`config.mk`:
```
export PLATFORM = sky130hd
export DESIGN_NAME = rv_decode_top
export DESIGN_NICKNAME = d
export VERILOG_FILES = /design/src/rv_dec_pkg.sv /design/src/rv_ctrl_decoder.sv /design/src/rv_alu_decoder.sv /design/src/rv_dec_output_stage.sv /design/src/rv_decode_top.sv
export SDC_FILE = /design/constraint.sdc
export NUM_CORES = 1
export LEC_CHECK = 0
export ABC_AREA = 1
export BUFFER_PORTS_ARGS = -buffer_cell sky130_fd_sc_hd__buf_4
export CELL_PAD_IN_SITES_DETAIL_PLACEMENT = 0
export CELL_PAD_IN_SITES_GLOBAL_PLACEMENT = 1
export CORE_MARGIN = 3
export CORE_UTILIZATION = 40
export CTS_BUF_LIST = sky130_fd_sc_hd__clkbuf_8
export DETAILED_ROUTE_END_ITERATION = 10
export GPL_ROUTABILITY_DRIVEN = 1
export PLACE_DENSITY_LB_ADDON = 0.1
export SYNTH_ARGS = -nofsm -noshare
export SYNTH_HDL_FRONTEND = slang
export SYNTH_SLANG_ARGS = --single-unit
```
`constraint.sdc`:
```
create_clock -name clk_i -period 9.45 [get_ports clk_i]
set_clock_uncertainty 0.05 [all_clocks]
set_input_delay 2.3625 -clock clk_i [delete_from_list [all_inputs] [get_ports clk_i]]
set_output_delay 2.3625 -clock clk_i [all_outputs]
set_load 0.01 [all_outputs]
```
`src/rv_dec_pkg.sv`:
```
// shared types for the RV32 decoder
// RV32I plus M only, no compressed, no bitmanip, no RV32E
// RV32M is fixed here and is not a module parameter
package rv_dec_pkg;

  ////////////////////////////////////////////////
  // widths and constants
  ////////////////////////////////////////////////
  typedef logic [31:0] instr_t;      // raw instruction word
  typedef logic [31:0] word_t;       // data or immediate
  typedef logic [4:0]  reg_addr_t;   // x0..x31
  typedef logic [1:0]  data_type_t;  // lsu access size
  typedef logic [1:0]  md_signed_t;  // {op_b signed, op_a signed}

  localparam bit RV32M = 1'b1;  // mul/div decode enable

  // field lsb positions inside instr_t
  localparam int unsigned OPCODE_LSB = 0;
  localparam int unsigned RD_LSB     = 7;
  localparam int unsigned FUNCT3_LSB = 12;
  localparam int unsigned RS1_LSB    = 15;
  localparam int unsigned RS2_LSB    = 20;
  localparam int unsigned FUNCT7_LSB = 25;

  localparam data_type_t DT_WORD = 2'd0;
  localparam data_type_t DT_HALF = 2'd1;
  localparam data_type_t DT_BYTE = 2'd2;

  localparam word_t PC_INCR = 32'd4;  // no compressed, always 4

  ////////////////////////////////////////////////
  // encodings
  ////////////////////////////////////////////////
  typedef enum logic [6:0] {
    OPCODE_LOAD     = 7'h03,
    OPCODE_MISC_MEM = 7'h0f,
    OPCODE_OP_IMM   = 7'h13,
    OPCODE_AUIPC    = 7'h17,
    OPCODE_STORE    = 7'h23,
    OPCODE_OP       = 7'h33,
    OPCODE_LUI      = 7'h37,
    OPCODE_BRANCH   = 7'h63,
    OPCODE_JALR     = 7'h67,
    OPCODE_JAL      = 7'h6f,
    OPCODE_SYSTEM   = 7'h73
  } opcode_e;

  typedef enum logic [4:0] {
    ALU_ADD, ALU_SUB,
    ALU_XOR, ALU_OR, ALU_AND,
    ALU_SRA, ALU_SRL, ALU_SLL,
    ALU_LT, ALU_LTU, ALU_GE, ALU_GEU, ALU_EQ, ALU_NE,  // branch compares
    ALU_SLT, ALU_SLTU
  } alu_op_e;

  typedef enum logic [1:0] {OP_A_REG_A, OP_A_CURRPC, OP_A_IMM} op_a_sel_e;
  typedef enum logic       {OP_B_REG_B, OP_B_IMM} op_b_sel_e;
  typedef enum logic       {IMM_A_ZERO, IMM_A_Z} imm_a_sel_e;  // Z = csr zimm
  typedef enum logic [2:0] {
    IMM_B_I, IMM_B_S, IMM_B_B, IMM_B_U, IMM_B_J, IMM_B_INCR_PC
  } imm_b_sel_e;
  typedef enum logic [1:0] {MD_OP_MULL, MD_OP_MULH, MD_OP_DIV, MD_OP_REM} md_op_e;
  typedef enum logic [1:0] {CSR_OP_READ, CSR_OP_WRITE, CSR_OP_SET, CSR_OP_CLEAR} csr_op_e;
  typedef enum logic       {RF_WD_EX, RF_WD_CSR} rf_wd_sel_e;

  ////////////////////////////////////////////////
  // decoded records
  ////////////////////////////////////////////////
  typedef struct packed {
    logic       illegal;
    logic       rf_we;
    logic       rf_ren_a;
    logic       rf_ren_b;
    rf_wd_sel_e rf_wdata_sel;
    logic       data_req;
    logic       data_we;
    data_type_t data_type;
    logic       data_sign_ext;
    logic       mult_en;
    logic       div_en;
    md_op_e     md_op;
    md_signed_t md_signed;
    logic       csr_access;
    csr_op_e    csr_op;
    logic       jump;          // target calc in alu
    logic       branch;
    logic       icache_inval;  // fence.i
    logic       ecall;
    logic       ebrk;
    logic       mret;
    logic       dret;
    logic       wfi;
  } ctrl_dec_t;

  typedef struct packed {
    reg_addr_t rs1;
    reg_addr_t rs2;
    reg_addr_t rd;
  } reg_sel_t;

  typedef struct packed {
    alu_op_e    alu_op;
    op_a_sel_e  op_a_sel;
    op_b_sel_e  op_b_sel;
    imm_a_sel_e imm_a_sel;
    imm_b_sel_e imm_b_sel;
    logic       multdiv_sel;
    word_t      imm_b;        // already picked by imm_b_sel
    logic [4:0] zimm;         // csr uimm, zero extended downstream
  } alu_dec_t;

  typedef struct packed {
    ctrl_dec_t ctrl;
    reg_sel_t  regs;
    alu_dec_t  alu;
  } decoded_t;

endpackage

```
`src/rv_ctrl_decoder.sv`:
```
// control half of the decoder, purely combinational
// jumps/branches decode in target-calc form only, link write is left to later stages
// illegal encodings squash all side effects, system flags are left as decoded
`timescale 1ns/1ps

module rv_ctrl_decoder (
  input  rv_dec_pkg::instr_t    instr_i,
  output rv_dec_pkg::ctrl_dec_t ctrl_o,
  output rv_dec_pkg::reg_sel_t  regs_o
);

  import rv_dec_pkg::*;

  opcode_e    opcode;
  logic [2:0] funct3;
  logic [6:0] funct7;
  reg_addr_t  rs1, rd;
  ctrl_dec_t  ctrl;  // before csr fix-up

  assign opcode = opcode_e'(instr_i[OPCODE_LSB +: 7]);
  assign funct3 = instr_i[FUNCT3_LSB +: 3];
  assign funct7 = instr_i[FUNCT7_LSB +: 7];
  assign rs1    = instr_i[RS1_LSB +: 5];
  assign rd     = instr_i[RD_LSB +: 5];

  assign regs_o = '{rs1: rs1, rs2: instr_i[RS2_LSB +: 5], rd: rd};

  //////////////////////////////////////////////////
  // main decode
  //////////////////////////////////////////////////
  always_comb begin
    ctrl = '0;  // all enums encode their default as 0

    unique case (opcode)
      OPCODE_JAL: begin
        ctrl.jump  = 1'b1;
        ctrl.rf_we = 1'b1;  // link
      end
      OPCODE_JALR: begin
        ctrl.jump     = 1'b1;
        ctrl.rf_we    = 1'b1;
        ctrl.rf_ren_a = 1'b1;
        ctrl.illegal  = (funct3 != 3'b000);
      end
      OPCODE_BRANCH: begin
        ctrl.branch   = 1'b1;
        ctrl.rf_ren_a = 1'b1;
        ctrl.rf_ren_b = 1'b1;
        ctrl.illegal  = (funct3[2:1] == 2'b01);  // 010/011 unused
      end

      OPCODE_STORE: begin
        ctrl.rf_ren_a = 1'b1;
        ctrl.rf_ren_b = 1'b1;
        ctrl.data_req = 1'b1;
        ctrl.data_we  = 1'b1;
        ctrl.illegal  = funct3[2];  // no unsigned stores
        unique case (funct3[1:0])
          2'b00:   ctrl.data_type = DT_BYTE;  // sb
          2'b01:   ctrl.data_type = DT_HALF;  // sh
          2'b10:   ctrl.data_type = DT_WORD;  // sw
          default: ctrl.illegal   = 1'b1;
        endcase
      end
      OPCODE_LOAD: begin
        ctrl.rf_ren_a      = 1'b1;
        ctrl.rf_we         = 1'b1;
        ctrl.data_req      = 1'b1;
        ctrl.data_sign_ext = ~funct3[2];
        unique case (funct3[1:0])
          2'b00:   ctrl.data_type = DT_BYTE;
          2'b01:   ctrl.data_type = DT_HALF;
          2'b10:   ctrl.illegal   = funct3[2];  // lwu
          default: ctrl.illegal   = 1'b1;
        endcase
      end

      OPCODE_LUI, OPCODE_AUIPC: ctrl.rf_we = 1'b1;
      OPCODE_OP_IMM: begin
        ctrl.rf_ren_a = 1'b1;
        ctrl.rf_we    = 1'b1;
        if (funct3 == 3'b001) begin
          ctrl.illegal = (funct7 != 7'b000_0000);  // slli
        end else if (funct3 == 3'b101) begin
          ctrl.illegal = (funct7 != 7'b000_0000) && (funct7 != 7'b010_0000);
        end
      end
      OPCODE_OP: begin
        ctrl.rf_ren_a = 1'b1;
        ctrl.rf_ren_b = 1'b1;
        ctrl.rf_we    = 1'b1;
        if (funct7 == 7'b000_0001) begin  // M extension
          ctrl.mult_en = RV32M & ~funct3[2];
          ctrl.div_en  = RV32M & funct3[2];
          ctrl.illegal = !RV32M;
          unique case (funct3)
            3'b000: ctrl.md_op = MD_OP_MULL;
            3'b001: begin ctrl.md_op = MD_OP_MULH; ctrl.md_signed = 2'b11; end
            3'b010: begin ctrl.md_op = MD_OP_MULH; ctrl.md_signed = 2'b01; end  // mulhsu
            3'b011: ctrl.md_op = MD_OP_MULH;
            3'b100: begin ctrl.md_op = MD_OP_DIV;  ctrl.md_signed = 2'b11; end
            3'b101: ctrl.md_op = MD_OP_DIV;
            3'b110: begin ctrl.md_op = MD_OP_REM;  ctrl.md_signed = 2'b11; end
            default: ctrl.md_op = MD_OP_REM;  // remu
          endcase
        end else begin
          unique case ({funct7, funct3})
            {7'b000_0000, 3'b000}, {7'b010_0000, 3'b000},  // add sub
            {7'b000_0000, 3'b001}, {7'b000_0000, 3'b010},
            {7'b000_0000, 3'b011}, {7'b000_0000, 3'b100},
            {7'b000_0000, 3'b101}, {7'b010_0000, 3'b101},  // srl sra
            {7'b000_0000, 3'b110}, {7'b000_0000, 3'b111}: ctrl.illegal = 1'b0;
            default: ctrl.illegal = 1'b1;
          endcase
        end
      end

      OPCODE_MISC_MEM: begin
        unique case (funct3)
          3'b000: ;  // fence, nop here
          3'b001: begin  // fence.i, jump to pc+4 flushes fetch
            ctrl.jump         = 1'b1;
            ctrl.icache_inval = 1'b1;
          end
          default: ctrl.illegal = 1'b1;
        endcase
      end
      OPCODE_SYSTEM: begin
        if (funct3 == 3'b000) begin
          unique case (instr_i[31:20])
            12'h000: ctrl.ecall = 1'b1;
            12'h001: ctrl.ebrk  = 1'b1;
            12'h302: ctrl.mret  = 1'b1;
            12'h7b2: ctrl.dret  = 1'b1;
            12'h105: ctrl.wfi   = 1'b1;
            default: ctrl.illegal = 1'b1;
          endcase
          if (rs1 != '0 || rd != '0) ctrl.illegal = 1'b1;
        end else begin
          ctrl.csr_access   = 1'b1;
          ctrl.rf_wdata_sel = RF_WD_CSR;
          ctrl.rf_we        = 1'b1;
          ctrl.rf_ren_a     = ~funct3[2];  // imm forms don't read rs1
          unique case (funct3[1:0])
            2'b01:   ctrl.csr_op  = CSR_OP_WRITE;
            2'b10:   ctrl.csr_op  = CSR_OP_SET;
            2'b11:   ctrl.csr_op  = CSR_OP_CLEAR;
            default: ctrl.illegal = 1'b1;
          endcase
        end
      end
      default: ctrl.illegal = 1'b1;
    endcase

    // keep illegal instrs away from rf, lsu, md unit, csrs and pc
    if (ctrl.illegal) begin
      ctrl.rf_we        = 1'b0;
      ctrl.data_req     = 1'b0;
      ctrl.data_we      = 1'b0;
      ctrl.mult_en      = 1'b0;
      ctrl.div_en       = 1'b0;
      ctrl.jump         = 1'b0;
      ctrl.branch       = 1'b0;
      ctrl.csr_access   = 1'b0;
      ctrl.icache_inval = 1'b0;
    end
  end

  // set/clear from x0 or uimm 0 must not write the csr
  always_comb begin
    ctrl_o = ctrl;
    if ((ctrl.csr_op == CSR_OP_SET || ctrl.csr_op == CSR_OP_CLEAR) && rs1 == '0) begin
      ctrl_o.csr_op = CSR_OP_READ;
    end
  end

endmodule

```
`src/rv_alu_decoder.sv`:
```
// alu half of the decoder, purely combinational
// jumps and branches get their target-calc selects, branches carry the compare op
// imm_b is already muxed, zimm is the raw rs1 field
`timescale 1ns/1ps

module rv_alu_decoder (
  input  rv_dec_pkg::instr_t   instr_i,
  output rv_dec_pkg::alu_dec_t alu_o
);

  import rv_dec_pkg::*;

  opcode_e    opcode;
  logic [2:0] funct3;
  logic [6:0] funct7;
  alu_op_e    alu_op;
  op_a_sel_e  op_a_sel;
  op_b_sel_e  op_b_sel;
  imm_a_sel_e imm_a_sel;
  imm_b_sel_e imm_b_sel;
  logic       multdiv_sel;
  word_t      imm_b;

  assign opcode = opcode_e'(instr_i[OPCODE_LSB +: 7]);
  assign funct3 = instr_i[FUNCT3_LSB +: 3];
  assign funct7 = instr_i[FUNCT7_LSB +: 7];

  //////////////////////////////////////////////////
  // operator and selects
  //////////////////////////////////////////////////
  always_comb begin
    alu_op      = ALU_SLTU;
    op_a_sel    = OP_A_IMM;
    op_b_sel    = OP_B_IMM;
    imm_a_sel   = IMM_A_ZERO;
    imm_b_sel   = IMM_B_I;
    multdiv_sel = 1'b0;

    unique case (opcode)
      OPCODE_JAL: begin op_a_sel = OP_A_CURRPC; imm_b_sel = IMM_B_J; alu_op = ALU_ADD; end
      OPCODE_JALR: begin op_a_sel = OP_A_REG_A; alu_op = ALU_ADD; end  // rs1 + imm_i
      OPCODE_BRANCH: begin
        op_a_sel  = OP_A_CURRPC;  // pc + imm_b is the target
        imm_b_sel = IMM_B_B;
        unique case (funct3)
          3'b000:  alu_op = ALU_EQ;
          3'b001:  alu_op = ALU_NE;
          3'b100:  alu_op = ALU_LT;
          3'b101:  alu_op = ALU_GE;
          3'b110:  alu_op = ALU_LTU;
          3'b111:  alu_op = ALU_GEU;
          default: ;  // illegal, ctrl side flags it
        endcase
      end
      OPCODE_STORE: begin op_a_sel = OP_A_REG_A; imm_b_sel = IMM_B_S; alu_op = ALU_ADD; end
      OPCODE_LOAD:  begin op_a_sel = OP_A_REG_A; alu_op = ALU_ADD; end
      OPCODE_LUI:   begin imm_b_sel = IMM_B_U; alu_op = ALU_ADD; end  // 0 + imm_u
      OPCODE_AUIPC: begin op_a_sel = OP_A_CURRPC; imm_b_sel = IMM_B_U; alu_op = ALU_ADD; end
      OPCODE_OP_IMM: begin
        op_a_sel = OP_A_REG_A;
        unique case (funct3)
          3'b000: alu_op = ALU_ADD;
          3'b001: alu_op = ALU_SLL;
          3'b010: alu_op = ALU_SLT;
          3'b011: alu_op = ALU_SLTU;
          3'b100: alu_op = ALU_XOR;
          3'b101: alu_op = (funct7 == 7'b010_0000) ? ALU_SRA : ALU_SRL;
          3'b110: alu_op = ALU_OR;
          default: alu_op = ALU_AND;
        endcase
      end
      OPCODE_OP: begin
        op_a_sel = OP_A_REG_A;
        op_b_sel = OP_B_REG_B;
        if (funct7 == 7'b000_0001) begin
          multdiv_sel = 1'b1;  // all M ops use the adder path
          alu_op      = ALU_ADD;
        end else begin
          unique case (funct3)
            3'b000: alu_op = funct7[5] ? ALU_SUB : ALU_ADD;
            3'b001: alu_op = ALU_SLL;
            3'b010: alu_op = ALU_SLT;
            3'b011: alu_op = ALU_SLTU;
            3'b100: alu_op = ALU_XOR;
            3'b101: alu_op = funct7[5] ? ALU_SRA : ALU_SRL;
            3'b110: alu_op = ALU_OR;
            default: alu_op = ALU_AND;
          endcase
        end
      end
      OPCODE_MISC_MEM: begin
        alu_op = ALU_ADD;
        if (funct3 == 3'b001) begin  // fence.i, jump to pc+4
          op_a_sel  = OP_A_CURRPC;
          imm_b_sel = IMM_B_INCR_PC;
        end else begin
          op_a_sel  = OP_A_REG_A;
        end
      end
      OPCODE_SYSTEM: begin
        if (funct3 != 3'b000) begin
          imm_a_sel = IMM_A_Z;  // csr addr sits in imm_i
          op_a_sel  = funct3[2] ? OP_A_IMM : OP_A_REG_A;
        end else begin
          op_a_sel  = OP_A_REG_A;
        end
      end
      default: ;
    endcase
  end

  // sign-extended operand b immediate
  always_comb begin
    unique case (imm_b_sel)
      IMM_B_S: imm_b = {{20{instr_i[31]}}, instr_i[31:25], instr_i[11:7]};
      IMM_B_B: imm_b = {{19{instr_i[31]}}, instr_i[31], instr_i[7], instr_i[30:25],
                        instr_i[11:8], 1'b0};
      IMM_B_U: imm_b = {instr_i[31:12], 12'b0};
      IMM_B_J: imm_b = {{12{instr_i[31]}}, instr_i[19:12], instr_i[20], instr_i[30:21], 1'b0};
      IMM_B_INCR_PC: imm_b = PC_INCR;
      default: imm_b = {{20{instr_i[31]}}, instr_i[31:20]};  // I type
    endcase
  end

  assign alu_o = '{
    alu_op:      alu_op,
    op_a_sel:    op_a_sel,
    op_b_sel:    op_b_sel,
    imm_a_sel:   imm_a_sel,
    imm_b_sel:   imm_b_sel,
    multdiv_sel: multdiv_sel,
    imm_b:       imm_b,
    zimm:        instr_i[RS1_LSB +: 5]
  };

endmodule

```
`src/rv_dec_output_stage.sv`:
```
// one-entry valid/ready slice for the decoded record
// full throughput when downstream is ready, one item in flight
// ready depends combinationally on out_ready_i
`timescale 1ns/1ps

module rv_dec_output_stage (
  input  logic                  clk_i,
  input  logic                  arst_n_i,
  input  logic                  in_valid_i,
  output logic                  in_ready_o,
  input  rv_dec_pkg::ctrl_dec_t ctrl_i,
  input  rv_dec_pkg::reg_sel_t  regs_i,
  input  rv_dec_pkg::alu_dec_t  alu_i,
  output logic                  out_valid_o,
  input  logic                  out_ready_i,
  output rv_dec_pkg::decoded_t  dec_o
);

  import rv_dec_pkg::*;

  decoded_t dec_d, dec_q;
  logic     valid_q;

  assign dec_d      = '{ctrl: ctrl_i, regs: regs_i, alu: alu_i};
  assign in_ready_o = ~valid_q | out_ready_i;  // empty, or drained this cycle

  always_ff @(posedge clk_i or negedge arst_n_i) begin
    if (!arst_n_i) begin
      valid_q <= 1'b0;
    end else if (in_ready_o) begin
      valid_q <= in_valid_i;
    end
  end

  always_ff @(posedge clk_i) begin
    if (in_valid_i && in_ready_o) dec_q <= dec_d;  // load on accept only
  end

  assign out_valid_o = valid_q;
  assign dec_o       = dec_q;

  //////////////////////////////////////////////////
  // checks
  //////////////////////////////////////////////////
  a_hold_stable: assert property (@(posedge clk_i) disable iff (!arst_n_i)
    out_valid_o && !out_ready_i |=> out_valid_o && $stable(dec_o));

  // squash in the ctrl decoder must reach the held record
  a_illegal_squashed: assert property (@(posedge clk_i) disable iff (!arst_n_i)
    out_valid_o && dec_o.ctrl.illegal |-> !(dec_o.ctrl.rf_we || dec_o.ctrl.data_req ||
      dec_o.ctrl.data_we || dec_o.ctrl.mult_en || dec_o.ctrl.div_en || dec_o.ctrl.jump ||
      dec_o.ctrl.branch || dec_o.ctrl.csr_access || dec_o.ctrl.icache_inval));

  a_valid_known: assert property (@(posedge clk_i) disable iff (!arst_n_i)
    !$isunknown(out_valid_o));

endmodule

```
`src/rv_decode_top.sv`:
```
// RV32IM decoder between fetch and execute
// instr_i must hold while instr_valid_i is high and instr_ready_o low
// one cycle from accept to dec_valid_o
`timescale 1ns/1ps

module rv_decode_top (
  input  logic                 clk_i,
  input  logic                 arst_n_i,
  input  logic                 instr_valid_i,
  output logic                 instr_ready_o,
  input  rv_dec_pkg::instr_t   instr_i,
  output logic                 dec_valid_o,
  input  logic                 dec_ready_i,
  output rv_dec_pkg::decoded_t dec_o
);

  import rv_dec_pkg::*;

  ctrl_dec_t ctrl;
  reg_sel_t  regs;
  alu_dec_t  alu;

  // both decoders see the same word
  rv_ctrl_decoder u_ctrl_dec (
    .instr_i (instr_i),
    .ctrl_o  (ctrl),
    .regs_o  (regs)
  );

  rv_alu_decoder u_alu_dec (
    .instr_i (instr_i),
    .alu_o   (alu)
  );

  rv_dec_output_stage u_out_stage (
    .clk_i       (clk_i),
    .arst_n_i    (arst_n_i),
    .in_valid_i  (instr_valid_i),
    .in_ready_o  (instr_ready_o),
    .ctrl_i      (ctrl),
    .regs_i      (regs),
    .alu_i       (alu),
    .out_valid_o (dec_valid_o),
    .out_ready_i (dec_ready_i),
    .dec_o       (dec_o)
  );

endmodule

```
---- Word level (Yosys, flattened, before mapping) ----
Index checks and enable logic that the tools add are counted.
word-level totals
  bits in registers ....................... 88
  word-level logic and storage cells ...... 175
  output and inout bits ................... 94
  bits of input ports ..................... 36
cells by class
  reductions and logical operators ........ 38
  equality and inequality tests ........... 45
  multiplexer cells ....................... 51
  bitwise logic cells ..................... 7
operators with widths
  kind                                                                      count
  32-bit case mux with 5 select lines                                       1
  5-bit case mux with 7 select lines                                        2
  10-bit by 3-bit equality test with 1-bit output (second input constant)   4
  7-bit by 6-bit equality test with 1-bit output (second input constant)    4
  7-bit equality test (second input constant)                               4
  1-bit 2-to-1 mux                                                          26
  3-bit OR reduction                                                        8
  10-bit by 2-bit equality test with 1-bit output (second input constant)   2
  10-bit by 9-bit equality test with 1-bit output (second input constant)   2
  5-bit case mux with 4 select lines                                        1
  3-bit equality test (second input constant)                               6
  3-bit case mux with 6 select lines                                        1
  2-bit OR reduction                                                        8
  3-bit case mux with 5 select lines                                        1
  7-bit by 5-bit equality test with 1-bit output (second input constant)    2
  7-bit OR reduction                                                        2
  12-bit by 1-bit equality test with 1-bit output (second input constant)   1
  12-bit by 10-bit equality test with 1-bit output (second input constant)  1
  12-bit by 11-bit equality test with 1-bit output (second input constant)  1
  12-bit by 9-bit equality test with 1-bit output (second input constant)   1
  3-bit by 2-bit equality test with 1-bit output (second input constant)    4
  12-bit zero test                                                          1
  2-bit 2-to-1 mux                                                          6
  2-bit case mux with 3 select lines                                        2
  29 further kinds                                                          50

---- Logic depth before layout (Yosys ltp) ----
Gate-level depths: netlist (run 1).
  word-level depth ........................ 7
  depth in mapped cells ................... 11
  gate-level depth less buffers ........... 11

---- By module ----
Synthesis (run 1) repeated with hierarchy kept, for this count alone.
unflattened totals
  cell total of the unflattened synthesis .. 531
  area, all modules ....................... 4892.2 sq um
by module, submodules not included
  module               times used  sequential area each (sq um)  area each (sq um)  cells an instance
  rv_dec_output_stage  1           2787.7                        2807.7             98
  rv_alu_decoder       1           0.0                           1147.4             239
  rv_ctrl_decoder      1           0.0                           937.1              194

---- Worst setup path after synthesis (run 1) ----
OpenSTA, ideal clock, no wires.
  kind .................................... input to register
  start ................................... input port instr_valid_i
  end ..................................... register u_out_stage.dec_q, in the netlist u_out_stage.dec_o[10], enable pin
  path buffers ............................ 0
  path slack .............................. 2.330 ns
  cell stages on the path ................. 2
  setup time .............................. 0.556 ns
  required time ........................... 8.844 ns
  arrival ................................. 6.514 ns
  cells stage by stage .................... inv_1 -> a21oi_1
between the ends
  longest elaborated chain between the ends .. 1
ends and longest elaborated chain
  what                  line                       source
  from (decl)           rv_decode_top.sv:9         input logic instr_valid_i,
  1-bit logical AND     rv_dec_output_stage.sv:36  if (in_valid_i && in_ready_o) dec_q <= dec_d;
  to (signal assigned)  rv_dec_output_stage.sv:36
  to (decl)             rv_dec_output_stage.sv:21  decoded_t dec_d, dec_q;
No other way between the ends.
A chain may end at the register's enable or synchronous reset.

---- Worst setup path in the final report (run 1) ----
  start ................................... input port dec_ready_i
  end ..................................... output port instr_ready_o
between the ends
  longest elaborated chain between the ends .. 1
ends and longest elaborated chain
  what         line                       source
  from (decl)  rv_decode_top.sv:13        input logic dec_ready_i,
  1-bit OR     rv_dec_output_stage.sv:25  assign in_ready_o = ~valid_q | out_ready_i;
  to (decl)    rv_decode_top.sv:10        output logic instr_ready_o,
No other way between the ends.

==> metrics.md, run 1 <==
| Metric | Value |
|---|---|
| ANT nets after route | `0` |
| Slew headroom | `a little under a third` |
| Largest net degree at the start of global routing | `86` |
| Global-route wire length before repair | `roughly 16000 µm` |
| Post-synth net total | `about 430` |
| Root buffer cell | `clkbuf_8` |
| RSZ-0062 raised after global routing | `no` |
| Initial drt markers | `about 190` |
| Vias | `3204` |
| Non-filler instance count after layout | `roughly 660` |
| Yosys top cell area share | `61.7%` |
| Core Rows | `36` |
| Static Leakage | `roughly 0.0023 µW` |
| Vias in the first global route | `between 3k and 4k` |
| Setup Total Neg Slack | `0 ns` |
| Async SR Flop Fraction | `about 1.2%` |
| Fin. Hold Viols | `0` |
| Final setup fails | `0` |
| Layout net count | `about 550` |
| Max-Cap Viols | `0` |
| Num CTS Buffers | `9` |
| Nature of the critical path startpoint | `input pin` |
| Critical Setup Path Class | `input pin to output pin` |
| Pwr dens | `roughly 160 nW/µm²` |
| Final worst path period need | `about 5.2 ns` |
| Slew @ Worst Pin | `between 1 and 1.5 ns` |
| Top FF cell, synth | `edfxtp_1` |
| Routed wire per std cell | `approximately 16 µm` |
| Area Overhead vs Synth | `30.6%` |
| Die X-Extent | `about 110 µm` |
| Worst Reg-to-Reg Cells | `2` |
| YS warnings | `0` |
| Synth area leaders | `edfxtp_1, nand2_1, nor2_1, inv_1, nand3_1` |
| Post-synth EDFFs | `85` |
| Worst vdd ir | `61.8 µV` |
| Drt pass-1 iters | `4` |
| Post-CTS setup buffers | `0` |
| #FFs+latches synth | `86` |
| Via/cell ratio | `slightly below 5` |
| WHS Path Cells | `2` |
| Initial Util | `about two fifths` |
| Global-route usage over all layers | `between 10% and 20%` |
| Detailed Route WL | `10400 µm` |
| Clock Latency Late Sink | `0.34 ns` |
| Clock Sinks | `between 80 and 90` |
| DIE AREA | `11600 µm²` |
| Share of the yosys chip area belonging to registers | `roughly 62%` |
| Status | `complete, no violations` |
| HP Class | `flip-flop to flip-flop` |
| Diodes inserted | `0` |
| DRC Markers | `0` |
| Slew Viols, Final | `0` |
| Dpl hpwl | `7950 µm` |
| Number of distinct library cells after synthesis | `33` |
| Syn Inst Count | `roughly 400` |
| Average size of a mapped cell | `around 11 µm²` |
| TritonCTS clock tree | `yes` |
| Fin crit share | `a little under three fifths` |
| Count leader, synth | `edfxtp_1` |
| Placer Congestion | `roughly 0.84` |
| Synth area leader | `edfxtp_1` |
| Boundary Pins | `between 100 and 150` |
| Clock slew at reported path FFs | `around 0.080 ns` |
| Post-CTS Hold Buffers | `0` |
| Initial antenna violation count | `0` |
| Top post-synthesis cells by count | `edfxtp_1, nand2_1, nor2_1` |
| WP data required | `around 7.0 ns` |
| Share of cells above drive strength 1 | `a little under two fifths` |
| I/O Buffers | `~130` |
| Critical path data arrival time | `roughly 2.8 ns` |
| H-Tree Level Count | `3` |
| Die Ht | `about 110 µm` |
| Clock buffer depth | `2` |
| Fmax | `slightly below 0.2 GHz` |
| Post-Syn Area | `approximately 4100 µm²` |
| Placed insts | `around 640` |
| Resized cells post-CTS | `0` |
| Maximum fanout along the worst path | `2` |
| Core ar. | `9910 µm²` |
| CP Capture Type | `output pin` |
| Total grt overflow | `0` |
==> state kept, by name (all words and copies together), names as in the netlist <==
signal                   count
u_out_stage.out_valid_o      1
u_out_stage.dec_o           85
==> worst max-delay path, cell delays in order <==
cell     delay [ns]
buf_4          0.11
inv_1          0.09
nand2_1        0.08
buf_4          0.15
==> final cells by class <==
cell class | count | area (µm²)
clock buffers | 11 | 151
clock inverters | 5 | 75.1
fillers | 928 | 4510
inverters | 53 | 201
multi-input cells | 238 | 1260
flip-flops and latches | 86 | 2580
well taps | 133 | 166
repair buffers | 129 | 968
==> path summary, 6_finish.rpt <==
check | slack (ns) | from | end
min | 0.54 | u_out_stage.out_valid_o | u_out_stage.out_valid_o
max in group asynchronous | 7.55 | arst_n_i | u_out_stage.out_valid_o
max reg2reg | 7.61 | u_out_stage.out_valid_o | u_out_stage.dec_o[44]
max | 4.25 | dec_ready_i | instr_ready_o
min in group asynchronous | 1.72 | arst_n_i | u_out_stage.out_valid_o
min reg2reg | 0.54 | u_out_stage.out_valid_o | u_out_stage.out_valid_o
==> where the power goes <==
part           internal [µW]  leakage (µW)  total [µW]  switching, µW
logic                   42.6       0.00139         103           60.0
clock network            162      0.000118         292            130
registers                442      0.000826         447           5.96
total                    646       0.00233         842            196
==> cells in the final DEF, fill, tap and decap left out, types with 2 or more instances in the layout <==
cell / n
buf_4: 129
edfxtp_1: 85
nand2_1: 59
nor2_1: 57
inv_1: 40
nand3_1: 21
o21ai_0: 21
inv_2: 14
nor2_2: 11
nor3_1: 11
clkbuf_8: 11
nand2_2: 8
nand4_1: 6
o221ai_1: 6
nor2_4: 5
nand3_2: 5
nand2_4: 5
a21oi_1: 5
o211ai_1: 4
o31ai_1: 3
nand4_2: 2
bufinv_16: 2
==> routing by layer <==
metal  GRT usage [%]  wire [µm]  up-vias
li1                -          -     1571
met1            24.3       4500     1492
met2            29.4       5060      123
met3            4.50        689       18
met4            5.23        200        0
met5               0          0        -
==> cells by family after synthesis <==
logic type | Yosys count | share of synthesized area [%]
compound gates | 44 | 6.59
simple gates | 193 | 23.5
buf+inv | 68 | 7.47
other cells | 1 | 0.0907
flops | 86 | 62.3
==> stage by stage <==
stage | util, % | hold slack, ns | cell area, µm² | power (µW) | worst slack (ns)
final | 54.5 | 0.540 | 5400 | 842 | 4.25
after global routing | 54.5 | 0.571 | 5400 | 875 | 4.22
after CTS | 54.5 | 0.551 | 5400 | 847 | 4.25
after detailed placement | 52.2 | 0.531 | 5170 | 560 | 4.25
after global placement | 52.2 | 0.512 | 5170 | 559 | 4.26
after floorplan | - | 0.559 | 4140 | 508 | 2.33
(Power assumes the default switching activity.)
==> run 2: changes to the inputs <==
CORE_UTILIZATION = 36   (was 40)
clock period = 4.5 ns   (was 9.45 ns; I/O delays follow)
==> metrics.md, run 2 (same netlist as run 1, synthesis figures left out) <==
| Metric | Value |
|---|---|
| Vias in the first global route | `3270` |
| Worst path cell trace | `buf_4, inv_1, nand2_1, buf_4` |
| Resized cells post-CTS | `0` |
| Fin worst setup slack | `around 1.8 ns` |
| Dpl ws | `1.51 ns` |
| Fmax | `around 0.37 GHz` |
| DRT met1 WL | `4650 µm` |
| Initial Util | `between 30% and 40%` |
| Clock slew at reported path FFs | `around 0.080 ns` |
| Max reg flops | `85` |
| End of the worst register-to-register path | `u_out_stage.dec_o[28]` |
| Dpl hpwl | `a little over 8000 µm` |
| Maximum fanout along the worst path | `2` |
| CP Capture Type | `output pin` |
| Slew Viols, Final | `0` |
| Boundary Pins | `130` |
| Static Leakage | `about 0.0023 µW` |
| Pwr dens | `approximately 310 nW/µm²` |
| DRC Markers | `0` |
| Routed wire per std cell | `16.3 µm` |
| CP most frequent cell | `buf_4` |
| Initial antenna violation count | `0` |
| Clock Latency Late Sink | `approximately 0.35 ns` |
| H-Tree Level Count | `3` |
| Num CTS Buffers | `9` |
| Fin crit share | `60.7%` |
| WP data required | `around 3.3 ns` |
| WL met2 | `5180 µm` |
| Worst Reg-to-Reg Cells | `2` |
| Post-CTS setup buffers | `0` |
| Critical path's largest stage delay | `roughly 0.15 ns` |
| Critical Setup Path Class | `input pin to output pin` |
| Detailed Route WL | `roughly 11000 µm` |
| Core Rows | `38` |
| Worst reg2reg startpoint | `u_out_stage.out_valid_o` |
| Max-Cap Viols | `0` |
| Worst vdd ir | `between 100 and 150 µV` |
| DIE AREA | `12800 µm²` |
| I/O Buffers | `between 100 and 150` |
| Post-Route Utilization | `between 40% and 50%` |
| Via/cell ratio | `between 4 and 5` |
| Most frequent cells in the layout | `buf_4, edfxtp_1, nand2_1` |
| Total grt overflow | `0` |
| Layout net count | `between 500 and 600` |
| Die X-Extent | `~110 µm` |
| Drt pass-1 iters | `4` |
| Critical path data arrival time | `1.56 ns` |
| HP Class | `input pin to async pin` |
| Wire length on met3 | `approximately 750 µm` |
| TritonCTS clock tree | `yes` |
| Status | `complete, no violations` |
| Setup Total Neg Slack | `0 ns` |
| Largest net degree at the start of global routing | `86` |
| Root buffer cell | `clkbuf_8` |
| RSZ-0062 raised after global routing | `no` |
| Worst R2R Setup Slack | `~2.6 ns` |
| Most common cell after layout, fill and taps aside | `buf_4` |
| Fin. Hold Viols | `0` |
| Core ar. | `around 11000 µm²` |
| Critical Path Start | `dec_ready_i` |
| ANT nets after route | `0` |
| Area Overhead vs Synth | `29.4%` |
| Vias | `approximately 3.2k` |
| Die Ht | `about 110 µm` |
| Diodes inserted | `0` |
| Final setup fails | `0` |
| Global-route wire length before repair | `~17000 µm` |
| Critical path's slowest cell | `buf_4` |
| Top layer in use | `met4` |
| Global-route usage over all layers | `~17%` |
| Nature of the critical path startpoint | `input pin` |
| Fill count | `around 1.1k` |
| Final worst path period need | `approximately 2.7 ns` |
| Clock buffer depth | `2` |
| Clock Sinks | `86` |
| Slew headroom | `28.1%` |
| CP endpoint | `instr_ready_o` |
| Slew @ Worst Pin | `roughly 1.1 ns` |
| Placer Congestion | `~0.91` |
| Share of cells above drive strength 1 | `about 38%` |
| Post-CTS Hold Buffers | `0` |
| Initial drt markers | `155` |
-- run 2: cell count changes in the layout (fill, tap and decap cells not counted) --
cell / previous run / this run
clkinv_4: 0 / 3
bufinv_16: 2 / 0
clkbuf_8: 11 / 9
clkinv_2: 0 / 2
clkinvlp_4: 1 / 0
-- run 2: worst min-delay path by stage --
stage	start	to	slack (ns)	depth (start not counted)
final	arst_n_i	u_out_stage.out_valid_o	0.48	1
after floorplan	u_out_stage.out_valid_o	u_out_stage.out_valid_o	0.58	2
after global routing	arst_n_i	u_out_stage.out_valid_o	0.45	1
after global placement	u_out_stage.out_valid_o	u_out_stage.out_valid_o	0.51	2
after CTS	arst_n_i	u_out_stage.out_valid_o	0.46	1
after detailed placement	u_out_stage.out_valid_o	u_out_stage.out_valid_o	0.55	2
-- run 2: critical path: cells and delay by family --
kind / cells / cell delay (ns)
buffers and inverters: 3 / 0.35
AND/OR/NAND/NOR: 1 / 0.08
-- run 2: power by group --
group          switching [µW]  internal, µW
Sequential               12.4           927
Combinational             128          89.5
Clock                     282           198
-- run 2: area by class of cell --
class	count	area, µm²	area share, %
tap	140	175	3.27
inverter	53	201	3.76
multi-input combinational	238	1260	23.6
timing repair buffer	129	968	18.1
clock buffer	9	124	2.31
sequential	86	2580	48.2
clock inverter	7	43.8	0.818
-- run 2: per-stage QoR --
stage / cell area [µm²] / power, µW / hold WS, ns / instances
final: 5350 / 1640 / 0.478 / 662
after CTS: 5350 / 1650 / 0.456 / 662
after global routing: 5350 / 1720 / 0.451 / 662
after global placement: 5180 / 1180 / 0.511 / 646
after floorplan: 4140 / 1060 / 0.581 / 392
after detailed placement: 5180 / 1180 / 0.553 / 646
-- run 2: layer usage --
metal  vias to the layer above  track usage (%)
li1                       1578                -
met4                         0             6.57
met3                        16             4.87
met2                       123             27.6
met5                         -                0
met1                      1499             22.7
